**config.mk**
```make
export PLATFORM = sky130hd
export DESIGN_NAME = instrMemory
export DESIGN_NICKNAME = d
export VERILOG_FILES = /design/src/source/rvIsaPkg.sv /design/src/source/instrMemory.sv
export SDC_FILE = /design/constraint.sdc
export NUM_CORES = 2
export LEC_CHECK = 0
export BUFFER_PORTS_ARGS = -buffer_cell sky130_fd_sc_hd__buf_2
export CORE_AREA = 5 5 363 632
export CTS_CLUSTER_SIZE = 12
export DETAILED_ROUTE_END_ITERATION = 12
export DIE_AREA = 0 0 368 637
export GPL_TIMING_DRIVEN = 0
export PLACE_DENSITY = 0.54
export SLEW_MARGIN = 30
export SYNTH_ARGS = -nofsm -noshare
export SYNTH_HDL_FRONTEND = slang
export SYNTH_SLANG_ARGS = --single-unit
```
**constraint.sdc**
```tcl
create_clock -name clk -period 3.8 [get_ports clk]
set_input_delay 0.19 -clock clk [delete_from_list [all_inputs] [get_ports clk]]
set_output_delay 0.19 -clock clk [all_outputs]
set_load 0.005 [all_outputs]
```
**src/source/rvIsaPkg.sv**
```systemverilog
`default_nettype none

package rvIsaPkg;

    localparam int xlen      = 32;
    localparam int imemWords = 64;
    localparam int dmemWords = 64;
    localparam int imemAddrW = $clog2(imemWords);
    localparam int dmemAddrW = $clog2(dmemWords);
    localparam int regCount  = 32;
    localparam int regAddrW  = 5;
    localparam int shamtW    = 5;                  // Shift amount bits of operand B

    typedef enum logic [6:0] {
        opReg    = 7'b0110011,
        opImm    = 7'b0010011,
        opLoad   = 7'b0000011,
        opStore  = 7'b0100011,
        opBranch = 7'b1100011
    } opcodeE;

    typedef enum logic [2:0] {
        f3AddSub = 3'b000,
        f3Sll    = 3'b001,
        f3Slt    = 3'b010,
        f3Sltu   = 3'b011,
        f3Xor    = 3'b100,
        f3Srl    = 3'b101,                         // Also SRA, picked by funct7
        f3Or     = 3'b110,
        f3And    = 3'b111
    } funct3E;

    localparam funct3E f3Word = f3Slt;             // LW and SW width code
    localparam funct3E f3Beq  = f3AddSub;

    localparam logic [6:0] funct7Base = 7'b0000000;
    localparam logic [6:0] funct7Alt  = 7'b0100000; // SUB and SRA/SRAI

    typedef enum logic [3:0] {
        aluAdd,
        aluSub,
        aluAnd,
        aluOr,
        aluXor,
        aluSlt,
        aluSltu,
        aluSll,
        aluSrl,
        aluSra
    } aluOpE;

    typedef struct packed {
        logic [6:0]          funct7;
        logic [regAddrW-1:0] rs2;
        logic [regAddrW-1:0] rs1;
        logic [2:0]          funct3;
        logic [regAddrW-1:0] rd;
        logic [6:0]          opcode;
    } instrFieldsT;

endpackage

`default_nettype wire

```
**src/source/instrMemory.sv**
```systemverilog
`timescale 1ns/1ps
`default_nettype none

module instrMemory
    import rvIsaPkg::*;
(
    input  logic                 clk,
    input  logic                 we,
    input  logic [imemAddrW-1:0] waddr,
    input  logic [xlen-1:0]      wdata,
    input  logic [xlen-1:0]      raddr,
    output logic [xlen-1:0]      rdata
);

    logic [xlen-1:0]      mem [imemWords];
    logic [imemAddrW-1:0] wordAddr;

    assign wordAddr = raddr[imemAddrW+1:2];        // Byte PC to word index

    always_ff @(posedge clk) begin
        if (we) begin
            mem[waddr] <= wdata;
        end
    end

    assign rdata = mem[wordAddr];

endmodule

`default_nettype wire

```
After elaboration in Yosys (flattened, before gate mapping). Memories as Yosys holds them, arrays and structs flattened. Cells that the tools add are included.

Register bits after elaboration: 0. Memory bits (writable): 2048. Input port bits: 72. Output and inout bits: 32. Memories: 1.

Memories: mem (depth 64, width 32, read ports 1, clocked after memory_dff 0, write ports 1, line instrMemory.sv:15) `logic [xlen-1:0] mem [imemWords];`.

Multiplexer cells: 2.

Operators by type and width (count): $mux W1 (2).

Logic depth before layout (Yosys ltp).
Word-level depth: 2. Depth in mapped cells: 10.

Worst setup path after synthesis. No wires, ideal clock.

Kind: input -> register. Start point: in waddr[3]. End point: mem mem[48][0], enable pin. Setup time: 0.461 ns. Data arrival time: 2.889 ns. Required time: 3.339 ns. Setup slack: 0.450 ns. Cell stages on the path: 4. Buffers on the path: 1. Cells stage by stage: clkbuf_1 -> nor2b_1 -> nand4b_1 -> nor3_1.

RTL lines: start, declared (line instrMemory.sv:9) `input logic [imemAddrW-1:0] waddr,`; end, declared (line instrMemory.sv:15).

No word-level cell before the write port.

Worst setup path after layout.
Start point: in raddr[3]. End point: out rdata[11].

Longest elaborated chain between the ends: 1.

Ends and longest elaborated chain: start, declared (line instrMemory.sv:11) `input logic [xlen-1:0] raddr,`; $mem_v2 Z64 W32; end, declared (line instrMemory.sv:12) `output logic [xlen-1:0] rdata`.

Every way passes these cells.

==> metrics.json <==
{
  "floorplanning": {
    "initial_core_util_pct": 34.8,
    "die_area_um2": 234000,
    "die_h_um": 637,
    "design.core.area_um2": 224000,
    "dieWidth_um": 368,
    "ios": 104,
    "core.rowCount": 230
  },
  "sta": {
    "grt_setup_unrepaired": "false",
    "timing.final.ws_setup_ns": -0.111,
    "finalCritPeriodShare_pct": 103,
    "final-max-slew-violation-count": 0,
    "timing.max_slew.rel_slack_pct": 26.1,
    "setup-violations-final": 10,
    "finalHoldViolCount": 0,
    "worstMarginPinSlew_ns": 1.11,
    "finalWorstPathRequiredPeriod_ns": 3.91,
    "finalSetupTns_ns": -0.612,
    "max_freq_mhz": 256,
    "fin_worst_hold_slack_ns": 0.0972
  },
  "cells_and_area": {
    "stdcell_area_um2": 92000,
    "seq_area_um2": 61500,
    "synthToLayoutAreaGrowth_pct": 18.1,
    "final_core_utilization_pct": 41.1,
    "final_net_count": 3820,
    "largest_register_ffs": 2048,
    "multiInputGateArea_um2": 16100,
    "biggest_registers_after_layout": "mem: 2048 flops",
    "fillCellCount": 19271,
    "final_cells": 6670,
    "top_register": "mem",
    "fraction_of_final_layout_cells_with_drive_strength_greater_than_1_pct": 32.2
  },
  "drt": {
    "drt_pass1_iterations": 8,
    "drt_iter0_markers": 4672,
    "routed_via_density": 5.76,
    "detailed_route_drc_error_count": 0,
    "drt.antenna.violating_nets": 0,
    "per_cell_routed_wire_length_um": 38.6,
    "routed_wirelength_um": 257000,
    "total_number_of_vias": 38423
  },
  "yosys": {
    "netlist_area_um2": 77900,
    "synth-edff-count": 2048,
    "synthesis_warning_total": 0,
    "postSynthNetCount": 3364,
    "yosys.cell_types.count": 33,
    "most_frequently_used_flop_master_after_synthesis": "sky130_fd_sc_hd__edfxtp_1",
    "syn-mean-instance-area_um2": 23.7,
    "synth_async_sr_flop_share_pct": 0,
    "post_synth_inst_count": 3292,
    "synth.ff_latch_count": 2048,
    "seq_area_frac_synth_pct": 79.0
  },
  "worst_setup_path": {
    "cp.required_ns": 3.61,
    "crit_type": "input port to output port",
    "critical_path.max_fanout": 10,
    "start_kind": "input port",
    "timing.critical_path.to_type": "output port",
    "worst_ep_arrival_time_ns": 3.72
  },
  "global_routing": {
    "overflow": 0,
    "grt_start_max_net_pins": 65,
    "vias_in_the_first_global_route": 39133,
    "grt_first_pass_wirelength_um": 342000,
    "global_route.usage.total_pct": 21.6,
    "grt_antenna_before_repair": 22
  },
  "clock_network": {
    "tritoncts": "yes",
    "cts-root-buf": "sky130_fd_sc_hd__clkbuf_16",
    "total_cts_buffers": 197,
    "clkSinkCount": 2048,
    "htree_levels": 4,
    "path_clk_slew_ns": 0.06,
    "post-cts-setup-buffer-count": 0,
    "clockBufferDepth": 4
  },
  "worst_hold_path": {
    "hold_path_startpoint": "waddr[2]",
    "whs_endpoint": "mem[49][3]$_DFFE_PP_",
    "whs_path_depth": 2,
    "timing.hold.worst.class": "input port to register"
  },
  "pwr": {
    "worst_ir_drop_vdd_mv": 0.361,
    "leakage_nw": 28.4,
    "power.density_nw_per_um2": 492,
    "report.power.total_mw": 45.3
  },
  "status": {
    "failed_checks": "negative setup slack",
    "outcome": "finished, violations left"
  },
  "place": {
    "dp.cells": 6419,
    "globalplace.congestion": 1.01,
    "dp_hpwl_um": 182000,
    "io_buffers": 69,
    "dpl_cell_area_um2": 86400,
    "dpl_worst_slack_ns": -0.864
  },
  "flow_run": {
    "cap_viol_max_count": 0
  }
}
-- worst max-delay path, stage by stage --
cell                       delay, ns
sky130_fd_sc_hd__buf_2          0.34
sky130_fd_sc_hd__buf_2          0.46
sky130_fd_sc_hd__clkbuf_2       0.60
sky130_fd_sc_hd__mux4_2         0.41
sky130_fd_sc_hd__mux4_2         0.49
sky130_fd_sc_hd__o22ai_1        0.74
sky130_fd_sc_hd__nor2_1         0.25
sky130_fd_sc_hd__buf_2          0.21
-- routing by layer --
metal	share of wire (%)	global-route usage [%]	routed length, um
met1	32	23.2	83400
met2	53	39.1	136000
met3	6.6	3.56	16900
met4	8.0	13.9	20500
met5	0.11	0.620	282
-- worst max path at each step --
stage,depth (start not counted),end,start,slack (ns)
floorplan,4,mem[48][0]$_DFFE_PP_,waddr[3],0.45
global placement,4,mem[48][19]$_DFFE_PP_,waddr[3],-3.76
detailed placement,10,rdata[12],raddr[3],-0.86
CTS,9,rdata[1],raddr[7],0.007
global route,10,rdata[26],raddr[2],0.01
finish,8,rdata[11],raddr[3],-0.11
-- power by group --
part,switching [mW],internal [mW],leakage [nW]
clock network,7.88,9.37,2.52
logic,2.01,0.961,7.44
registers,0.0320,25.0,18.4
-- final cells by class --
| cell class | instances | share of cell area (%) |
|---|---|---|
| multi-input cells | 1062 | 17.5 |
| diodes | 10 | 0.0272 |
| clock buffers | 207 | 5.54 |
| clock inverters | 4 | 0.0286 |
| plain buffers | 179 | 1.07 |
| well taps | 2900 | 3.94 |
| flip-flops and latches | 2048 | 66.8 |
| repair buffers | 260 | 5.08 |
-- cell families after synthesis --
kind of cell / share of synthesized area, %
buffers and inverters: 1.14
DFF: 79.0
muxes: 16.9
and+or+nand+nor: 1.28
AOI/OAI and AO/OA: 1.69
-- placed cells by master, fill, tap and decap left out, drive strengths merged, types with 8 or more instances in the layout --
master / instances
clkbuf: 281
nor2: 137
diode: 10
a21oi: 62
dlygate4sd3: 33
nand2b: 8
a311oi: 8
mux2i: 93
mux4: 544
o221ai: 27
a22oi: 12
edfxtp: 2048
nand2: 26
buf: 331
o22ai: 84
nor2b: 15
-- cells in the mapped netlist (all sizes together), types with 2 or more instances --
master / n / area, um^2
nand2b: 8 / 50.1
nor3: 7 / 35.0
a311oi: 8 / 70.1
nor2b: 15 / 93.8
or2: 3 / 18.8
nand3b: 5 / 37.5
a21oi: 62 / 310
o32ai: 4 / 35.0
or3b: 5 / 43.8
a22oi: 12 / 90.1
clkbuf: 74 / 278
o221ai: 27 / 236
a41o: 4 / 40.0
nand3: 5 / 25.0
or3: 3 / 18.8
nand4: 2 / 12.5
and3: 4 / 25.0
mux2i: 93 / 931
edfxtp: 2048 / 61500
nor2: 137 / 514
o22ai: 84 / 526
buf: 108 / 608
and2: 2 / 12.5
mux4: 544 / 12300
nand2: 26 / 97.6
-- timing repair --
item                                   4_1_cts  5_1_grt
endpoints found under the hold margin     1255       64
gates resized for setup                     39       17
setup endpoints to repair                   27       10
hold buffers                                32        1
(Power assumes the default switching activity.)
