$ cat src/source/rvIsaPkg.sv
`default_nettype none

package rvIsaPkg;

    localparam int xlen      = 32;
    localparam int imemWords = 64;
    localparam int dmemWords = 64;
    localparam int imemAddrW = $clog2(imemWords);
    localparam int dmemAddrW = $clog2(dmemWords);
    localparam int regCount  = 32;
    localparam int regAddrW  = 5;
    localparam int shamtW    = 5;                  // Shift amount bits of operand B

    typedef enum logic [6:0] {
        opReg    = 7'b0110011,
        opImm    = 7'b0010011,
        opLoad   = 7'b0000011,
        opStore  = 7'b0100011,
        opBranch = 7'b1100011
    } opcodeE;

    typedef enum logic [2:0] {
        f3AddSub = 3'b000,
        f3Sll    = 3'b001,
        f3Slt    = 3'b010,
        f3Sltu   = 3'b011,
        f3Xor    = 3'b100,
        f3Srl    = 3'b101,                         // Also SRA, picked by funct7
        f3Or     = 3'b110,
        f3And    = 3'b111
    } funct3E;

    localparam funct3E f3Word = f3Slt;             // LW and SW width code
    localparam funct3E f3Beq  = f3AddSub;

    localparam logic [6:0] funct7Base = 7'b0000000;
    localparam logic [6:0] funct7Alt  = 7'b0100000; // SUB and SRA/SRAI

    typedef enum logic [3:0] {
        aluAdd,
        aluSub,
        aluAnd,
        aluOr,
        aluXor,
        aluSlt,
        aluSltu,
        aluSll,
        aluSrl,
        aluSra
    } aluOpE;

    typedef struct packed {
        logic [6:0]          funct7;
        logic [regAddrW-1:0] rs2;
        logic [regAddrW-1:0] rs1;
        logic [2:0]          funct3;
        logic [regAddrW-1:0] rd;
        logic [6:0]          opcode;
    } instrFieldsT;

endpackage

`default_nettype wire

$ cat src/source/dataMemory.sv
`timescale 1ns/1ps
`default_nettype none

module dataMemory
    import rvIsaPkg::*;
(
    input  logic            clk,
    input  logic            we,
    input  logic [xlen-1:0] addr,
    input  logic [xlen-1:0] wdata,
    output logic [xlen-1:0] rdata
);

    logic [xlen-1:0]      mem [dmemWords];
    logic [dmemAddrW-1:0] wordAddr;

    assign wordAddr = addr[dmemAddrW+1:2];         // Drop the byte offset

    always_ff @(posedge clk) begin
        if (we) begin
            mem[wordAddr] <= wdata;
        end
    end

    assign rdata = mem[wordAddr];

endmodule

`default_nettype wire

$ cat config.mk
export PLATFORM = sky130hd
export DESIGN_NAME = dataMemory
export DESIGN_NICKNAME = d
export VERILOG_FILES = /design/src/source/rvIsaPkg.sv /design/src/source/dataMemory.sv
export SDC_FILE = /design/constraint.sdc
export NUM_CORES = 2
export LEC_CHECK = 0
export ABC_CLOCK_PERIOD_IN_PS = 4480
export BUFFER_PORTS_ARGS = -buffer_cell sky130_fd_sc_hd__clkbuf_2
export CAP_MARGIN = 20
export CORE_MARGIN = 2
export CORE_UTILIZATION = 56
export DETAILED_ROUTE_END_ITERATION = 8
export PLACE_DENSITY = 0.72
export SLEW_MARGIN = 25
export SYNTH_ARGS = -nofsm -noshare
export SYNTH_HDL_FRONTEND = slang
export SYNTH_SLANG_ARGS = --single-unit
$ cat constraint.sdc
create_clock -name clk -period 4.48 [get_ports clk]
set_input_delay 0.448 -clock clk [delete_from_list [all_inputs] [get_ports clk]]
set_output_delay 0.448 -clock clk [all_outputs]
set_load 0.005 [all_outputs]
* Yosys cells after proc, flatten, opt, wreduce, memory -nomap -nowiden
Memories as Yosys holds them, arrays and structs flattened.
Cells that the tools add are included.
Widths: inputs -> output; s select.
** Storage, ports and cells
- Register bits after elaboration :: 0
- Latch bits :: 0
- Bits in writable memories :: 2048
- Memory bits (read-only) :: 0
- Input bits :: 66
- Output and inout bits :: 32
- Logic and storage cells :: 3
- Memories :: 1
** Memories
- mem :: depth 64, bits a word 32, rd ports 1, clocked after Yosys merged registers in 0, wr ports 1, line dataMemory.sv:14 : logic [xlen-1:0] mem [dmemWords];
** Operators by class
- Add/subtract/negate cells :: 0
- Multipliers :: 0
- Div/mod/pow operators :: 0
- Order comparisons :: 0
- Eq/ne operators :: 0
- Shifts and indexed selects :: 0
- Mux-type cells :: 2
- Bitwise logic cells :: 0
- Reductions and logical operators :: 0
** Operators with widths (number)
- $mux 1 :: 2

* Longest topological paths before layout
- Word-level depth :: 2
- Gate-level depth with buffers :: 13
- Gate-level depth less buffers :: 6

* Worst setup path after synthesis
OpenSTA, ideal clock, no wires.
- Path type :: in2reg
- Start :: input addr[4]
- End :: memory mem[15][0] (enable)
- Arrival :: 3266 ps
- Required time :: 4059 ps
- Path slack :: 793 ps
- Cell stages on the path :: 8
- Path buffers :: 6
- Cell sequence :: buf_2 > buf_2 > buf_2 > buf_2 > buf_2 > buf_2 > nand3_1 > nor2_1
** RTL lines
- from (decl) :: line dataMemory.sv:9 : input logic [xlen-1:0] addr,
- to (decl) :: line dataMemory.sv:14
Straight into the memory's write port.

* Worst setup path in the final report
- Start :: input addr[4]
- End :: output rdata[14]
** On the way
- Longest elaborated chain between the ends :: 1
** RTL lines
- $mem_v2 64x32
- to (decl) :: line dataMemory.sv:11 : output logic [xlen-1:0] rdata
Every way passes these cells.

==> impl_metrics.env <==
export IMPL_root_buffer="clkbuf_16"
export IMPL_peakVddDrop_v=0.000431
export IMPL_yosysTopAreaCell="edfxtp_1"
export IMPL_num_vias=43132
export IMPL_avgSynthCellArea_um2=18.6
export IMPL_grt_usage=0.285
export IMPL_reg_largest_list="mem (2048)"
export IMPL_first_pass_iters=9
export IMPL_worst_ep_required_time_ns=4.03
export IMPL_tritoncts="done"
export IMPL_cp_slowest_stage_delay_ns=0.85
export IMPL_pin_count=98
export IMPL_start_util=0.562
export IMPL_synth_edf_count=2048
export IMPL_path_class="in2out"
export IMPL_status="finished, final reports clean"
export IMPL_path_cells="buf_8, buf_12, nor2b_4, buf_4, a22o_1, a221oi_1, a211oi_1, a2111oi_0, buf_4, nand3_1, clkbuf_2"
export IMPL_numCtsBuffers=191
export IMPL_largest_reg_flops=2048
export IMPL_regMostFlops="mem"
export IMPL_hp_class="in2reg"
export IMPL_whs_ns=0.288
export IMPL_synthTopCellsByCount="2048 x edfxtp_1, 259 x mux2i_1, 188 x a22oi_1, 175 x a221oi_1, 168 x clkbuf_1"
export IMPL_rsz0062_at_grt="false"
export IMPL_path_max_fanout=71
export IMPL_ys_seq_area_frac=0.786
export IMPL_period_minus_slack_ns=4.28
export IMPL_dieArea_um2=143000
export IMPL_grt_pass1_vias=41448
export IMPL_io_buffer_count=71
export IMPL_die_width_um=378
export IMPL_cts_max_level=4
export IMPL_grt_pass1_wl_mm=291
export IMPL_ys_flop_type="edfxtp_1"
export IMPL_drtIter0Drc=6372
export IMPL_synth_most_common_cell="edfxtp_1"
export IMPL_routedWlPerCell_um=31.4
export IMPL_drt_total_wl_mm=203
export IMPL_die_h_um=378
export IMPL_syn_inst=4207
export IMPL_ys_types=55
export IMPL_gr_total_overflow=0
export IMPL_drv_slew=0
export IMPL_synth_area_leaders="edfxtp_1 79%, mux2i_1 3.3%, mux4_2 2.8%, mux2_2 2.1%, a221oi_1 2.0%"
export IMPL_num_rows=137
export IMPL_start_kind="primary input"
export IMPL_worstHoldStart="we"
export IMPL_ys_warnings_count=0
export IMPL_syn2layout_area_growth_pct=13.5
export IMPL_critPathLaunch="addr[4]"
export IMPL_max_freq_mhz=233
export IMPL_worst_path_buf_inv=5
export IMPL_clkTransAtPathRegs_ns=0.06
export IMPL_p_leak_nw=28.7
export IMPL_relSlewSlack=0.318
export IMPL_antenna_found_initial=13
export IMPL_async_reset_ff_frac=0
export IMPL_syn_num_nets=4273
export IMPL_viasPerCell=6.69
export IMPL_clkSinkCount=2048
export IMPL_drive_above_1_share=0.200
export IMPL_coreArea_um2=139000
export IMPL_powerDensity_nw_per_um2=440
export IMPL_timing_final_crit_share=0.956
export IMPL_finalSetupViolCount=0
export IMPL_hold_viol=0
export IMPL_synth_seq_cells=2048
export IMPL_crit_path_frequent_cell="buf_4"
export IMPL_drc_errors=0
export IMPL_path_delay_family="compound AO/OA/AOI/OAI gates"
export IMPL_hpwl_mm=117
export IMPL_final_antenna_net_count=0
export IMPL_cts_buffer_depth=3
export IMPL_netlist_area_um2=78300
export IMPL_worstPathArrival_ns=3.84
export IMPL_worst_pin_slew_ns=1.02
export IMPL_end_kind="primary output"
export IMPL_nets=4484
export IMPL_grt_max_degree=78
export IMPL_cpMaxStageDelayCell="a2111oi_0"
export IMPL_place_congestion=0.908
export IMPL_power_mw=39.1
export IMPL_yosysTopAreaCellShare=0.786
export IMPL_drv_cap=0
-- path summary, 6_finish.rpt --
check	end	slack [ns]	depth (start not counted)
worst max-delay path	rdata[14]	0.20	11
worst min-delay path	mem[52][31]	0.29	3
-- where the power goes --
group          internal (mW)  total, mW  leakage, nW  switching (mW)
combinational          0.681       2.17         7.28            1.49
sequential              21.2       21.2         18.4          0.0293
clock                   8.92       15.7         2.99            6.77
-- tightest hold or removal path, cell delays in order --
cell and delay, ns:
clkbuf_2 0.12, nand3_1 0.25, nor2_4 0.11
-- cells by family (layout without fill, tap and decap cells) --
kind of cell,count (synthesis),count (layout),synth area share
DFF,2048,2048,0.786
AOI/OAI and AO/OA,933,933,0.0873
buffers and inverters,300,664,0.0170
muxes,502,502,0.0819
and+or+nand+nor,424,424,0.0283
other,0,2,0
-- stage by stage --
stage / setup WS (ns) / TNS (ns) / utilization / instances / area, µm²
6_report: 0.197 / 0 / 0.638 / 6449 / 88900
5_1_grt: 0.0458 / 0 / 0.638 / 6449 / 88900
4_1_cts: 0.0789 / 0 / 0.638 / 6447 / 88900
3_5_place_dp: -0.0742 / -0.0742 / 0.595 / 6099 / 82800
3_3_place_gp: -0.0860 / -0.0860 / 0.595 / 6099 / 82800
2_1_floorplan: 0.793 / 0 / - / 4207 / 78300
-- timing repair --
| action | 4_1_cts | 5_1_grt |
|---|---|---|
| hold endpoints to repair | 2 | 0 |
| hold buffers | 2 | 0 |
| buffers inserted | 0 | 0 |
| endpoints found under the setup margin | 1 | 2 |
| gates resized for setup | 1 | 1 |
-- metal layers --
metal | vias to the layer above | track usage | routed length, µm
li1 | 17959 | - | -
met5 | - | 0 | 89
met2 | 2742 | 0.432 | 94000
met4 | 14 | 0.0834 | 5660
met1 | 22035 | 0.410 | 77600
met3 | 382 | 0.0749 | 25300
-- final cells by class --
type,count,area (µm²)
well taps,1876,2350
diodes,2,5.00
inverters,2,15.0
fillers,9278,50300
clock inverters,117,940
multi-input cells,1859,16000
flip-flops and latches,2048,61500
clock buffers,229,5090
repair buffers,316,2920
-- layout by cell type, fill, tap and decap left out, drive strengths merged, types with 3 or more instances in the layout --
| master | count |
|---|---|
| edfxtp | 2048 |
| clkbuf | 296 |
| mux2i | 259 |
| buf | 247 |
| a22oi | 188 |
| a221oi | 175 |
| mux2 | 147 |
| nor2 | 145 |
| a21oi | 121 |
| mux4 | 96 |
| clkinv | 95 |
| o22ai | 93 |
| and3 | 85 |
| o21ai | 85 |
| o22a | 70 |
| a22o | 66 |
| nand3 | 54 |
| a31oi | 43 |
| nand2 | 28 |
| nor3 | 22 |
| nand2b | 18 |
| a211oi | 17 |
| a222oi | 16 |
| o2bb2ai | 15 |
| a221o | 15 |
| or4 | 15 |
| bufinv | 15 |
| a2111oi | 15 |
| or4b | 14 |
| nor4 | 14 |
| nor2b | 8 |
| inv | 7 |
| o221ai | 6 |
| and2 | 5 |
| or3 | 4 |
| nand4 | 3 |
No activity file was read; power rests on OpenSTA's default activity.
