## config.mk

```make
export PLATFORM = sky130hd
export DESIGN_NAME = registerFile
export DESIGN_NICKNAME = d
export VERILOG_FILES = /design/src/source/rvIsaPkg.sv /design/src/source/registerFile.sv
export SDC_FILE = /design/constraint.sdc
export NUM_CORES = 2
export LEC_CHECK = 0
export ABC_AREA = 0
export BUFFER_PORTS_ARGS = -buffer_cell sky130_fd_sc_hd__buf_2
export CELL_PAD_IN_SITES_DETAIL_PLACEMENT = 0
export CELL_PAD_IN_SITES_GLOBAL_PLACEMENT = 1
export CORE_ASPECT_RATIO = 1.25
export CORE_MARGIN = 3
export CORE_UTILIZATION = 50
export DETAILED_ROUTE_END_ITERATION = 12
export GPL_TIMING_DRIVEN = 0
export HOLD_SLACK_MARGIN = 0.08
export PLACE_DENSITY_LB_ADDON = 0.05
export SLEW_MARGIN = 25
export SYNTH_ARGS = -nofsm -noshare
export SYNTH_HDL_FRONTEND = slang
export SYNTH_SLANG_ARGS = --single-unit
```

## constraint.sdc

```tcl
create_clock -name clk -period 3.9 [get_ports clk]
set_input_delay 0.585 -clock clk [delete_from_list [all_inputs] [get_ports clk]]
set_output_delay 0.585 -clock clk [all_outputs]
set_load 0.01 [all_outputs]
```

## src/source/rvIsaPkg.sv

```systemverilog
`default_nettype none

package rvIsaPkg;

    localparam int xlen      = 32;
    localparam int imemWords = 64;
    localparam int dmemWords = 64;
    localparam int imemAddrW = $clog2(imemWords);
    localparam int dmemAddrW = $clog2(dmemWords);
    localparam int regCount  = 32;
    localparam int regAddrW  = 5;
    localparam int shamtW    = 5;                  // Shift amount bits of operand B

    typedef enum logic [6:0] {
        opReg    = 7'b0110011,
        opImm    = 7'b0010011,
        opLoad   = 7'b0000011,
        opStore  = 7'b0100011,
        opBranch = 7'b1100011
    } opcodeE;

    typedef enum logic [2:0] {
        f3AddSub = 3'b000,
        f3Sll    = 3'b001,
        f3Slt    = 3'b010,
        f3Sltu   = 3'b011,
        f3Xor    = 3'b100,
        f3Srl    = 3'b101,                         // Also SRA, picked by funct7
        f3Or     = 3'b110,
        f3And    = 3'b111
    } funct3E;

    localparam funct3E f3Word = f3Slt;             // LW and SW width code
    localparam funct3E f3Beq  = f3AddSub;

    localparam logic [6:0] funct7Base = 7'b0000000;
    localparam logic [6:0] funct7Alt  = 7'b0100000; // SUB and SRA/SRAI

    typedef enum logic [3:0] {
        aluAdd,
        aluSub,
        aluAnd,
        aluOr,
        aluXor,
        aluSlt,
        aluSltu,
        aluSll,
        aluSrl,
        aluSra
    } aluOpE;

    typedef struct packed {
        logic [6:0]          funct7;
        logic [regAddrW-1:0] rs2;
        logic [regAddrW-1:0] rs1;
        logic [2:0]          funct3;
        logic [regAddrW-1:0] rd;
        logic [6:0]          opcode;
    } instrFieldsT;

endpackage

`default_nettype wire

```

## src/source/registerFile.sv

```systemverilog
`timescale 1ns/1ps
`default_nettype none

module registerFile
    import rvIsaPkg::*;
(
    input  logic                clk,
    input  logic                arstN,
    input  logic [regAddrW-1:0] rs1,
    input  logic [regAddrW-1:0] rs2,
    input  logic [regAddrW-1:0] rd,
    input  logic                we,
    input  logic [xlen-1:0]     wd,
    output logic [xlen-1:0]     rd1,
    output logic [xlen-1:0]     rd2
);

    logic [xlen-1:0] regs [regCount];

    always_ff @(posedge clk or negedge arstN) begin
        if (!arstN) begin
            for (int i = 0; i < regCount; i++) begin
                regs[i] <= '0;
            end
        end else if (we && rd != '0) begin
            regs[rd] <= wd;                        // x0 stays zero
        end
    end

    assign rd1 = regs[rs1];
    assign rd2 = regs[rs2];

endmodule

`default_nettype wire

```

* Word-level counts from Yosys, hierarchy flattened *
Cells that the tools add are included.
Widths: inputs -> output; s select.

word-level totals
  word-level logic and storage cells = 51
  bits in registers = 1,024
  output and inout bits = 64
  bits of input ports = 50

cells by class
  bitwise operators = 3
  order comparisons = 4
  muxes and demuxes = 9
  reductions and logical operators = 3

operators by type and width
  operator            count
  $bwmux 1024         1
  $bmux 32 s5         2
  $demux 32 s5        1
  $mux 32             5
  $ge 6x6->1 const B  3
  $not 5->6           3
  $lt 6x1->1 const B  1
  $reduce_bool 5->1   1
  $logic_and 1x1->1   2

* Depth between registers and ports, before layout *
  word-level depth = 6
  depth in mapped cells = 8
  depth with buffers taken out = 5

* Worst setup path before layout *
No wires, ideal clock.

  path kind = input-to-output
  from = input rs1[1]
  to = output rd1[11]
  arrival = 1,829 ps
  stages on the path = 8
  path buffers = 4
  data required time = 3,315 ps
  slack = 1,486 ps
  cells stage by stage = buf_2 buf_4 buf_2 buf_2 mux2i_1 nand2_1 a31oi_1 nand3_1

between the ends
  longest elaborated chain between the ends = 4

RTL lines
  what                                         RTL line            source
  start: declaration                           registerFile.sv:9   input logic [regAddrW-1:0] rs1,
  $not 5->6 (not written as such)              registerFile.sv:30  assign rd1 = regs[rs1];
  $bmux 32 s5                                  registerFile.sv:30
  $mux 32 (not written as such) (2 in series)  registerFile.sv:30
  end: declaration                             registerFile.sv:14  output logic [xlen-1:0] rd1,

No other way between the ends. The select of a mux whose other input is x is not followed.

* Worst setup path after layout *
  from = input rs2[0]
  to = output rd2[10]

between the ends
  longest elaborated chain between the ends = 4

RTL lines
  what                                         RTL line            source
  start: declaration                           registerFile.sv:10  input logic [regAddrW-1:0] rs2,
  $not 5->6 (not written as such)              registerFile.sv:31  assign rd2 = regs[rs2];
  $bmux 32 s5                                  registerFile.sv:31
  $mux 32 (not written as such) (2 in series)  registerFile.sv:31
  end: declaration                             registerFile.sv:15  output logic [xlen-1:0] rd2

No other way between the ends. The select of a mux whose other input is x is not followed.

==> metrics.txt <==
status complete, but fails checks; violated checks negative setup slack; Crit path top cell by count buf_2; worst stage delay on the critical path 880 ps; mapped cell area 55,900 µm²; Area contributors post-synth dfrtp_1 (46%), mux2_2 (19%), mux2i_1 (18%), a22oi_1 (2.6%), a22o_1 (2.0%); die height 380 µm; met3 GRT Util approximately 6.8%; fin crit period about 4000 ps; Cells after Synth about 4.6k; setup bufs post-CTS 0; Residual DRC 0; number of flops mapped to enable cells by yosys 0; sequential-to-total area share from yosys stat between 40% and 50%; GRT met2 Usage between 50% and 60%; Worst Reg-to-Reg Cells 1; met1 Use GR 47.4%; switch share 29.5%; WL final between 200,000 and 250,000 µm; total power 32.2 mW; RSZ-0062 raised after global routing no; critical path cell sequence buf_2 > nor2b_1 > buf_2 > clkbuf_1 > a22o_1 > nor3_1 > a31oi_1 > nand3_1 > buf_2; Yosys reg bits slightly above 1k; Worst setup startpoint rs2[0]; Crit path required time between 3000 and 4000 ps; critical path type input port to output pin; number of flip-flops in the largest register just over 1k; Tightest Pin Transition roughly 1100 ps; CTS tree done; Final GP Congestion about 1.0; DP HPWL 158,000 µm; global-route wire length before repair 293,000 µm; 1st-iter DRT viols 3,934; gr usage total a little over a third; maximum number of pins on one net before global-route repair around 130; row cnt between 100 and 150; Synth async-reset ratio 100%; leading registers by flop count regs: 1024 flops; P&R area growth vs syn 12.2%; worst path bufs/invs 4; post-synthesis net count 4,651; mean post-synth cell area 12.2 µm²; post-synth top area share between 40% and 50%; Worst Hold Margin between 150 and 200 ps; Worst setup endpoint rd2[10]; CP endpoint kind output pin; # setup viols final 9; Int Power about 23 mW; Via-to-Cell Ratio between 6 and 7; drt pass-1 iters 5; Biggest register regs; Initial Utilization around 51%; ANT nets after route 0; R2R Setup Slk 3060 ps; Max Slew Vio Count 0; Post-synth top cells dfrtp_1 (1,024), mux2i_1 (1,024), mux2_2 (953); Clock power frac between 30% and 40%; Max Cap Viol 0; Worst path depth 9; placed instance count between 6k and 7k; DR vias around 40k; CTS Sinks 1,024; CP max FO 10; final hold vios 0; Comb pwr share between 20% and 30%; leak pwr 29.8 nW; core area between 100,000 and 150,000 µm²; Clock Path Buffers 3; Setup WS post-layout -125 ps; Final nets between 4k and 5k; die area between 100,000 and 150,000 µm²; vias in the first global route slightly below 40k; Finished Layout Cells 6,385; post-synth top area cell dfrtp_1; reg2reg end regs[22]; TritonCTS Buffers 111; I/O pins approximately 110; Worst-path clk slew around 60 ps; GRT overflow 0; H-tree level count 3; Synth warnings 0; Reg power frac approximately 44%; worst clock skew 0 ps; Top FF cell, synth dfrtp_1; Top Family by Delay on Critical Path simple AND/OR/NAND/NOR gates; PD cells 513 nW/µm²; VDD IR max between 0.3 and 0.4 mV; width of the die 305 µm; crit share post-route 103%; synth unique cells 28; FF-to-FF Start regs[22]; Slew headroom 23.3%; CP Launch Type input port; CP max-delay cell nor3_1; critical path arrival between 3000 and 4000 ps; wire per inst 33.0 µm; antenna violations before repair 17; fraction of layout cells with a size suffix above 1 31.4%; Final Util between 50% and 60%; Clock Latency Late Sink 730 ps; switching power 9.49 mW; IO buf count 111; min-delay worst type input port to flip-flop; Root Buffer clkbuf_16; grt peak-use layer met2; Fmax 0.248 GHz
## cell usage in the layout (no fill, tap or decap), drive strengths merged
master	netlist	routed
a31oi	64	64
clkbuf	224	389
bufinv	0	17
a22o	128	128
diode	0	4
mux2	992	992
or2	3	3
nand3	194	194
a21oi	192	192
clkinv	0	26
mux2i	1024	1024
nor3b	4	4
dlygate4sd3	0	1
dfrtp	1024	1024
buf	249	360
a22oi	192	192
nand2b	4	4
or3b	1	1
nand3b	4	4
nor3	65	65
nand2	210	210
and3	1	1
and3b	1	1
clkdlybuf4s15	0	6
clkinvlp	0	5
nor2	19	19
and2	2	2
nor2b	4	4
## worst min-delay path by stage
stage | startpoint | endpoint | slack [ps] | cells past startpoint
finish | wd[7] | regs[7] | 190 | 2
global route | wd[2] | regs[2] | 200 | 2
CTS | wd[2] | regs[2] | 150 | 2
detailed placement | regs[999] | regs[999] | 470 | 1
global placement | regs[1008] | regs[1008] | 460 | 1
floorplan | arstN | regs[0] | 290 | 0
## repair_timing
item	4_1_cts	5_1_grt
endpoints found under the hold margin	97	0
pin swaps	0	0
gates resized for setup	25	21
hold buffers	1	0
setup endpoints to repair	30	26
## per-layer routing
layer,wire [µm],vias up
met5,82,-
met3,16100,464
met2,94700,1637
met1,87400,20457
li1,-,17403
met4,12200,12
## metrics by stage
| stage | area, µm² | setup slack, ps | setup TNS, ps |
|---|---|---|---|
| after floorplan | 55900 | 1490 | 0 |
| after global placement | 58300 | -20700 | - |
| after detailed placement | 58700 | -316 | -3930 |
| after CTS | 62700 | 18.5 | 0 |
| after global routing | 62700 | 6.93 | 0 |
| final | 62800 | -125 | -471 |
## power by group through the flow
| stage | combinational (mW) | clock (mW) | sequential [mW] |
|---|---|---|---|
| after floorplan | 4.47 | 0 | 13.9 |
| after global placement | 6.18 | 0 | 14.2 |
| after detailed placement | 6.34 | 0 | 14.3 |
| after CTS | 6.37 | 11.7 | 14.1 |
| after global routing | 6.89 | 12.1 | 14.4 |
| final | 6.43 | 11.6 | 14.2 |
## cell families after synthesis
kind of cell,synth area share (%)
AO/OA/AOI/OAI,7.01
flip-flops,45.8
buffers and inverters,4.50
AND/OR/NAND/NOR,4.39
multiplexers,38.3
## final cells by class
| type | count | area, µm² |
|---|---|---|
| multi-input cells | 3104 | 27800 |
| plain buffers | 473 | 2610 |
| clock buffers | 158 | 3290 |
| well taps | 1449 | 1810 |
| clock inverters | 48 | 686 |
| flip-flops and latches | 1024 | 25600 |
| fillers | 9592 | 47700 |
| repair buffers | 125 | 916 |
| diodes | 4 | 10.0 |
(Power assumes the default switching activity.)
