==> src/source/rvIsaPkg.sv <==
`default_nettype none

package rvIsaPkg;

    localparam int xlen      = 32;
    localparam int imemWords = 64;
    localparam int dmemWords = 64;
    localparam int imemAddrW = $clog2(imemWords);
    localparam int dmemAddrW = $clog2(dmemWords);
    localparam int regCount  = 32;
    localparam int regAddrW  = 5;
    localparam int shamtW    = 5;                  // Shift amount bits of operand B

    typedef enum logic [6:0] {
        opReg    = 7'b0110011,
        opImm    = 7'b0010011,
        opLoad   = 7'b0000011,
        opStore  = 7'b0100011,
        opBranch = 7'b1100011
    } opcodeE;

    typedef enum logic [2:0] {
        f3AddSub = 3'b000,
        f3Sll    = 3'b001,
        f3Slt    = 3'b010,
        f3Sltu   = 3'b011,
        f3Xor    = 3'b100,
        f3Srl    = 3'b101,                         // Also SRA, picked by funct7
        f3Or     = 3'b110,
        f3And    = 3'b111
    } funct3E;

    localparam funct3E f3Word = f3Slt;             // LW and SW width code
    localparam funct3E f3Beq  = f3AddSub;

    localparam logic [6:0] funct7Base = 7'b0000000;
    localparam logic [6:0] funct7Alt  = 7'b0100000; // SUB and SRA/SRAI

    typedef enum logic [3:0] {
        aluAdd,
        aluSub,
        aluAnd,
        aluOr,
        aluXor,
        aluSlt,
        aluSltu,
        aluSll,
        aluSrl,
        aluSra
    } aluOpE;

    typedef struct packed {
        logic [6:0]          funct7;
        logic [regAddrW-1:0] rs2;
        logic [regAddrW-1:0] rs1;
        logic [2:0]          funct3;
        logic [regAddrW-1:0] rd;
        logic [6:0]          opcode;
    } instrFieldsT;

endpackage

`default_nettype wire

==> src/source/cpuCtrlPkg.sv <==
`default_nettype none

package cpuCtrlPkg;
    import rvIsaPkg::*;

    typedef enum logic [1:0] {
        stFetch,
        stDecode,
        stExecute,
        stWriteback
    } ctrlStateE;

    typedef enum logic {
        srcPc,
        srcRs1
    } srcASelE;

    typedef enum logic [1:0] {
        srcRs2,
        srcImm,
        srcFour
    } srcBSelE;

    typedef enum logic [1:0] {
        immI,
        immS,
        immB
    } immKindE;

    typedef struct packed {
        logic    pcWrite;
        logic    pcBranch;                         // PC takes the latched ALU result
        logic    irWrite;
        srcASelE srcA;
        srcBSelE srcB;
        aluOpE   aluOp;
        immKindE immKind;
        logic    regWrite;
        logic    memWrite;
        logic    memToReg;
        logic    retire;
        logic    illegal;
    } ctrlWordT;

    localparam ctrlWordT ctrlNop = '{
        pcWrite:  1'b0,
        pcBranch: 1'b0,
        irWrite:  1'b0,
        srcA:     srcRs1,
        srcB:     srcRs2,
        aluOp:    aluAdd,
        immKind:  immI,
        regWrite: 1'b0,
        memWrite: 1'b0,
        memToReg: 1'b0,
        retire:   1'b0,
        illegal:  1'b0
    };

    typedef struct packed {
        logic [xlen-1:0]     pc;
        logic [regAddrW-1:0] rd;                   // Zero when nothing is written
        logic [xlen-1:0]     data;
        logic [xlen-1:0]     count;
        logic                illegal;
    } retireT;

endpackage

`default_nettype wire

==> src/source/multiCycleControl.sv <==
`timescale 1ns/1ps
`default_nettype none

module multiCycleControl
    import rvIsaPkg::*;
    import cpuCtrlPkg::*;
(
    input  logic        clk,
    input  logic        arstN,
    input  logic        run,
    input  instrFieldsT instr,
    input  logic        zero,
    output ctrlWordT    ctrl
);

    ctrlStateE state;
    ctrlStateE stateNext;
    aluOpE     decOp;
    logic      legal;
    logic      isReg;
    logic      isImm;
    logic      isLoad;
    logic      isStore;
    logic      isBranch;

    function automatic aluOpE aluFromFunct3(input logic [2:0] funct3);
        aluOpE op;
        case (funct3)
            f3Sll:   op = aluSll;
            f3Slt:   op = aluSlt;
            f3Sltu:  op = aluSltu;
            f3Xor:   op = aluXor;
            f3Srl:   op = aluSrl;
            f3Or:    op = aluOr;
            f3And:   op = aluAnd;
            default: op = aluAdd;
        endcase
        return op;
    endfunction

    always_ff @(posedge clk or negedge arstN) begin
        if (!arstN) begin
            state <= stFetch;
        end else begin
            state <= stateNext;
        end
    end

    always_comb begin
        case (state)
            stFetch:     stateNext = run ? stDecode : stFetch; // Hold here while stopped
            stDecode:    stateNext = stExecute;
            stExecute:   stateNext = stWriteback;
            default:     stateNext = stFetch;
        endcase
    end

    // Instruction class and ALU operation of the latched instruction
    always_comb begin
        decOp    = aluAdd;
        legal    = 1'b0;
        isReg    = 1'b0;
        isImm    = 1'b0;
        isLoad   = 1'b0;
        isStore  = 1'b0;
        isBranch = 1'b0;
        case (instr.opcode)
            opReg: begin
                isReg = 1'b1;
                legal = 1'b1;
                if (instr.funct7 == funct7Base) begin
                    decOp = aluFromFunct3(instr.funct3);
                end else if (instr.funct7 == funct7Alt && instr.funct3 == f3AddSub) begin
                    decOp = aluSub;
                end else if (instr.funct7 == funct7Alt && instr.funct3 == f3Srl) begin
                    decOp = aluSra;
                end else begin
                    legal = 1'b0;
                end
            end
            opImm: begin
                isImm = 1'b1;
                legal = 1'b1;
                decOp = aluFromFunct3(instr.funct3);
                if (instr.funct3 == f3Sll && instr.funct7 != funct7Base) begin
                    legal = 1'b0;
                end
                if (instr.funct3 == f3Srl && instr.funct7 == funct7Alt) begin
                    decOp = aluSra;                // SRAI
                end else if (instr.funct3 == f3Srl && instr.funct7 != funct7Base) begin
                    legal = 1'b0;
                end
            end
            opLoad: begin
                isLoad = (instr.funct3 == f3Word);
                legal  = isLoad;
            end
            opStore: begin
                isStore = (instr.funct3 == f3Word);
                legal   = isStore;
            end
            opBranch: begin
                isBranch = (instr.funct3 == f3Beq);
                legal    = isBranch;
            end
            default: begin
                legal = 1'b0;
            end
        endcase
    end

    always_comb begin
        ctrl         = ctrlNop;
        ctrl.immKind = isStore ? immS : (isBranch ? immB : immI);
        case (state)
            stFetch: begin
                ctrl.pcWrite = run;                // PC + 4 through the ALU
                ctrl.irWrite = run;
                ctrl.srcA    = srcPc;
                ctrl.srcB    = srcFour;
            end
            stExecute: begin
                ctrl.aluOp = decOp;
                ctrl.srcB  = isReg ? srcRs2 : srcImm;
                if (isBranch) begin
                    ctrl.srcA  = srcPc;            // Branch target goes to the result register
                    ctrl.aluOp = aluAdd;
                end
            end
            stWriteback: begin
                ctrl.retire   = 1'b1;
                ctrl.illegal  = !legal;
                ctrl.regWrite = legal && (isReg || isImm || isLoad);
                ctrl.memWrite = isStore;
                ctrl.memToReg = isLoad;
                if (isBranch) begin
                    ctrl.aluOp    = aluSub;        // Compare rs1 with rs2
                    ctrl.pcWrite  = zero;
                    ctrl.pcBranch = 1'b1;
                end
            end
            default: begin
                ctrl.irWrite = 1'b0;               // Decode only captures operands
            end
        endcase
    end

endmodule

`default_nettype wire

==> config.mk <==
export PLATFORM = sky130hd
export DESIGN_NAME = multiCycleControl
export DESIGN_NICKNAME = d
export VERILOG_FILES = /design/src/source/rvIsaPkg.sv /design/src/source/cpuCtrlPkg.sv /design/src/source/multiCycleControl.sv
export SDC_FILE = /design/constraint.sdc
export NUM_CORES = 1
export LEC_CHECK = 0
export BUFFER_PORTS_ARGS = -buffer_cell sky130_fd_sc_hd__buf_2
export CORE_MARGIN = 2
export CORE_UTILIZATION = 33
export CTS_CLUSTER_SIZE = 20
export DETAILED_ROUTE_END_ITERATION = 12
export PLACE_DENSITY = 0.82
export SYNTH_ARGS = -nofsm -noshare
export SYNTH_HDL_FRONTEND = slang
export SYNTH_SLANG_ARGS = --single-unit
export TNS_END_PERCENT = 30
==> constraint.sdc <==
create_clock -name clk -period 3 [get_ports clk]
set_clock_uncertainty 0.2 [all_clocks]
set_input_delay 0.6 -clock clk [delete_from_list [all_inputs] [get_ports clk]]
set_output_delay 0.6 -clock clk [all_outputs]
set_load 0.005 [all_outputs]
* After elaboration in Yosys (flattened, before gate mapping)
Cells that the tools add are included.
Word-level totals: logic and storage cells 63, flip-flop bits (word level) 2
Operators by class: muxes and demuxes 33, equality and inequality tests 16, reductions and logical operators 13
Operators with widths (number):
- $pmux 4 s7 | 1
- $eq 7x6->1 const B | 3
- $mux 4 | 5
- $mux 1 | 17
- $pmux 4 s2 | 2
- $eq 3x3->1 const B | 4
- $eq 7x2->1 const B | 1
- $eq 7x5->1 const B | 1
- $eq 7x7->1 const B | 1
- $logic_not 7->1 | 1
- $reduce_bool 7->1 | 1
- $eq 3x2->1 const B | 2
- $mux 2 | 3
- $pmux 2 s3 | 1
- $pmux 3 s2 | 1
- $logic_and 1x1->1 | 5
- $mux 5 | 1
- $eq 2x2->1 const B | 2
- $pmux 1 s4 | 1
- $eq 3x1->1 const B | 1
- $logic_not 3->1 | 1
- $eq 2x1->1 const B | 1
- $logic_not 2->1 | 1
- $logic_or 1x1->1 | 2
- 3 further kinds | 3

* Longest topological paths before layout
depth in word-level cells 8, depth in mapped cells 6

* Worst setup path before layout
Ideal clock, no wire load.
path type input to output, start point in instr[26] in the netlist's numbering, end point out ctrl[4] in the netlist's numbering, data arrival time 2080 ps, path slack 120 ps, stages on the path 5, path through or4_4 o41a_1 and4bb_2 nor4_1 and4bb_2
RTL lines:
- from (decl) | line multiCycleControl.sv:11 | input instrFieldsT instr,
- to (decl) | line multiCycleControl.sv:13 | output ctrlWordT ctrl

==> impl.org <==
** Run status
- The flow ran to the end, but the final reports show violations.
- Violated checks :: negative setup slack

** STA
- Measured against its own limit, the worst slew margin works out to 0.794.
- Final period util :: 1.03
- Maximum clock rate :: 323 MHz
- Across all hold checks on the routed design, the worst slack comes to ~0.30 ns.
- Slew of the pin with the lowest slew margin :: 0.306 ns
- Total of endpoints with negative setup slack in the final report :: 2
- Final hold violation count :: 0
- Unrepaired setup endpoints after global routing :: yes
- Sum Neg Setup Slack :: -0.108 ns
- Worst path setup slack after routing :: -0.0972 ns
- Clock period minus worst slack :: 3.10 ns
- Final slew viol count :: 0

** Power and ir drop
- Of the total power, combinational logic draws 0.605.
- Part of the total power dissipated in sequential elements :: 0.190
- Of the total power, the clock network draws 0.205.
- Internal power comes to 0.000172 W.
- In this run the power density over the cells is 405 mW/mm².
- Pwr Total :: 0.000281 W
- Of the total power, the share spent switching nets is 0.386.
- Switching component of the power :: 0.000108 W
- For this design the static power due to leakage is 0.389 nW.
- Highest ir drop seen on vdd :: 0.000308 V

** Logic synthesis
- Post-synth EDFFs :: 0
- Largest area contributor in the synthesized netlist :: sky130_fd_sc_hd__dfrtp_1
- The synthesized design contains 2 register bits.
- Number of synthesis warnings :: 0
- Cell types with the largest area share after synthesis :: sky130_fd_sc_hd__dfrtp_1 (11%), sky130_fd_sc_hd__and4bb_2 (8.0%), sky130_fd_sc_hd__ha_1 (8.0%), sky130_fd_sc_hd__mux2i_1 (6.4%), sky130_fd_sc_hd__nor2b_1 (5.4%)
- In this run the mean area of a mapped cell was 7.78 µm².
- After technology mapping, the gate count stands at 60.
- Cell Area, Synth :: approximately 470 µm²
- Post-synthesis sequential area ratio :: 0.107
- Cell with the most instances after synthesis :: sky130_fd_sc_hd__nor2_1
- In this run, distinct cell masters in the synthesized netlist total 32.
- Fraction of registers with async set or reset after synthesis :: 1.00
- Yosys top cell area share :: 0.107
- Most common library cells after synthesis :: sky130_fd_sc_hd__nor2_1 (6), sky130_fd_sc_hd__nand2_1 (5), sky130_fd_sc_hd__nor2b_1 (4)
- Among all flip-flop cells after synthesis, the most frequent one is sky130_fd_sc_hd__dfrtp_1.
- When the netlist entered floorplanning its net count stood at 99.

** CTS
- Clock tree synthesis inserted a total of 3 buffers.
- Clock tree synthesis found a total of 2 sinks.
- Clock tree from TritonCTS :: yes
- For the worst-skew pair, the clock arrives at the later sink with an insertion delay of 0.22 ns.
- Maximum level of the CTS H-tree :: 1
- Maximum count of clock buffers along a single path :: 2
- Clock-pin slew was measured on the worst setup and hold paths at roughly 0.030 ns.
- In this run the clock root is driven by a sky130_fd_sc_hd__clkbuf_4.
- The number of setup buffers added after CTS is 0.

** Placed design
- The HPWL after detailed placement is 1.10 mm.
- Pre-CTS WS :: -0.155 ns
- Post-Place Cells :: 110
- Placer's final routability congestion estimate :: 0.722
- Input and output buffers added on the ports amount to 37.

** Setup path
- Traced cell by cell, the critical path runs through buf_2 -> or4_4 -> o41a_1 -> and4bb_2 -> nor4_1 -> and4bb_2 -> buf_2.
- Data on the critical path is required at its endpoint by 2.20 ns.
- In this run the worst path has a maximum fanout of 2.
- Endpoint arrival time on the critical path :: 2.30 ns
- Maximum single-stage delay on the critical path :: 0.53 ns
- Cell at the slowest stage of the critical path :: sky130_fd_sc_hd__or4_4
- STA classifies the critical path startpoint as an input pin.
- The worst setup path is captured at a primary output.
- Critical path start-end classification :: in2out

** Die
- Ports placed on the boundary :: 53
- Floorplan core area :: 0.00132 mm²
- The floorplan step set the die height to 41.6 µm.
- The floorplan step set the die width to ~42 µm.
- The floorplan has 13 rows.
- The floorplan step defined a die boundary enclosing 0.00173 mm².
- Initial Util :: 0.354

** Routing
- For this run, the detailed router's first-pass iteration total came to 4.
- Routed length per instance :: roughly 12 µm
- In the routed layout, each cell is associated on average with a via count of 5.11.
- Total vias in the final route :: 582
- For this block, the routed nets add up to 1.33 mm of wire.
- After detailed routing, the number of remaining DRC violations is 0.
- The detailed router finished its first iteration with 9 violations.
- Number of routed nets with antenna violations :: 0

** Cells and area
- Fraction of layout cells with a size suffix above 1 :: 0.525
- The register with the most flip-flops in the layout has 2 of them.
- More flip-flops sit in one register than any other, and that register is state.
- Relative to the synthesized area, the layout overhead comes to 48.5%.
- Antenna cells :: 0
- The largest registers in the layout are state: 2 flops.
- Finished Layout Cells :: 114
- In the final design database the tool counted 140 nets.

** GRT
- Entering global routing, the biggest net connects 11 pins.
- Number of global-route vias before repair :: 564
- Total GRT Usage :: 0.156
- Antenna violations before repair :: 0
- The total overflow left after global routing is 0.
- Global-route wire length before repair :: 2.14 mm

** Hold path
- The min-delay analysis places its worst path in the category reg2reg.

** Run
- The tool flagged a number of max-cap violations equal to 0.
## repair_timing
action	in CTS	in global routing
hold endpoints to repair	2	0
pin swaps	1	0
hold buffers	1	0
endpoints found under the setup margin	4	5
resized for setup	2	2
gates cloned	0	0
## cell usage in the layout (no fill, tap or decap), types with 2 or more instances in the layout
cell | Yosys | routed
sky130_fd_sc_hd__buf_2 | 0 | 37
sky130_fd_sc_hd__nor2_1 | 6 | 6
sky130_fd_sc_hd__nand2_1 | 5 | 5
sky130_fd_sc_hd__nor2b_1 | 4 | 4
sky130_fd_sc_hd__inv_1 | 3 | 3
sky130_fd_sc_hd__and4bb_2 | 3 | 3
sky130_fd_sc_hd__mux2i_1 | 3 | 3
sky130_fd_sc_hd__ha_1 | 3 | 3
sky130_fd_sc_hd__clkbuf_4 | 0 | 3
sky130_fd_sc_hd__and2_1 | 2 | 2
sky130_fd_sc_hd__a21oi_1 | 2 | 2
sky130_fd_sc_hd__xor2_1 | 2 | 2
sky130_fd_sc_hd__and3_2 | 2 | 2
sky130_fd_sc_hd__dfrtp_1 | 2 | 2
## power groups by stage
| stage | Combinational (W) | Clock (W) | Sequential (W) |
|---|---|---|---|
| 2_1_floorplan | 0.000101 | 0 | 0.0000505 |
| 3_3_place_gp | 0.000165 | 0 | 0.0000518 |
| 3_5_place_dp | 0.000168 | 0 | 0.0000539 |
| 4_1_cts | 0.000171 | 0.0000606 | 0.0000536 |
| 5_1_grt | 0.000195 | 0.0000616 | 0.0000556 |
| 6_report | 0.000170 | 0.0000577 | 0.0000532 |
## through the flow
step	util	area [µm²]
floorplan	-	467
global placement	0.492	648
detailed placement	0.492	648
CTS	0.519	684
global route	0.526	693
finish	0.526	693
## routing by layer
layer  routed length, µm  share of wire  global-route usage
met1                 548           0.41               0.161
met2                 699           0.53               0.275
met3                  80          0.060              0.0391
met4                   0              0               0.103
met5                   0              0                   0
## worst paths after layout
| check | from | to | slack, ns | cells past startpoint |
|---|---|---|---|---|
| worst max-delay path | instr[26] | ctrl[4] | -0.1 | 7 |
| worst min-delay path | state[0]$_DFF_PN0_ | state[0]$_DFF_PN0_ | 0.30 | 1 |
| worst max register to register | state[0]$_DFF_PN0_ | state[0]$_DFF_PN0_ | 1.79 | 4 |
| worst min register to register | state[0]$_DFF_PN0_ | state[0]$_DFF_PN0_ | 0.30 | 1 |
| max in group asynchronous | arstN | state[0]$_DFF_PN0_ | 2.01 | 2 |
| min in group asynchronous | arstN | state[1]$_DFF_PN0_ | 0.49 | 2 |
## cell families after synthesis
group           Yosys count  synth area share
compound gates            9             0.137
xor+xnor                  2            0.0375
fa+ha+maj                 3            0.0804
buf+inv                   6            0.0885
flops                     2             0.107
mux                       3            0.0643
simple gates             35             0.485
## worst max-delay path: cells and delay by family
kind                   cells  cell delay (ns)
AND/OR/NAND/NOR            4             1.15
AO/OA/AOI/OAI              1             0.33
buffers and inverters      2             0.21
## area by class of cell
type / instances / area [µm²]
Clock buffer: 3 / 22.5
Fill cell: 139 / 624
Inverter: 3 / 11.3
Multi-Input combinational cell: 52 / 388
Sequential cell: 2 / 50.0
Tap cell: 15 / 18.8
Timing Repair Buffer: 39 / 203
Power figures use the tool's default switching activity.
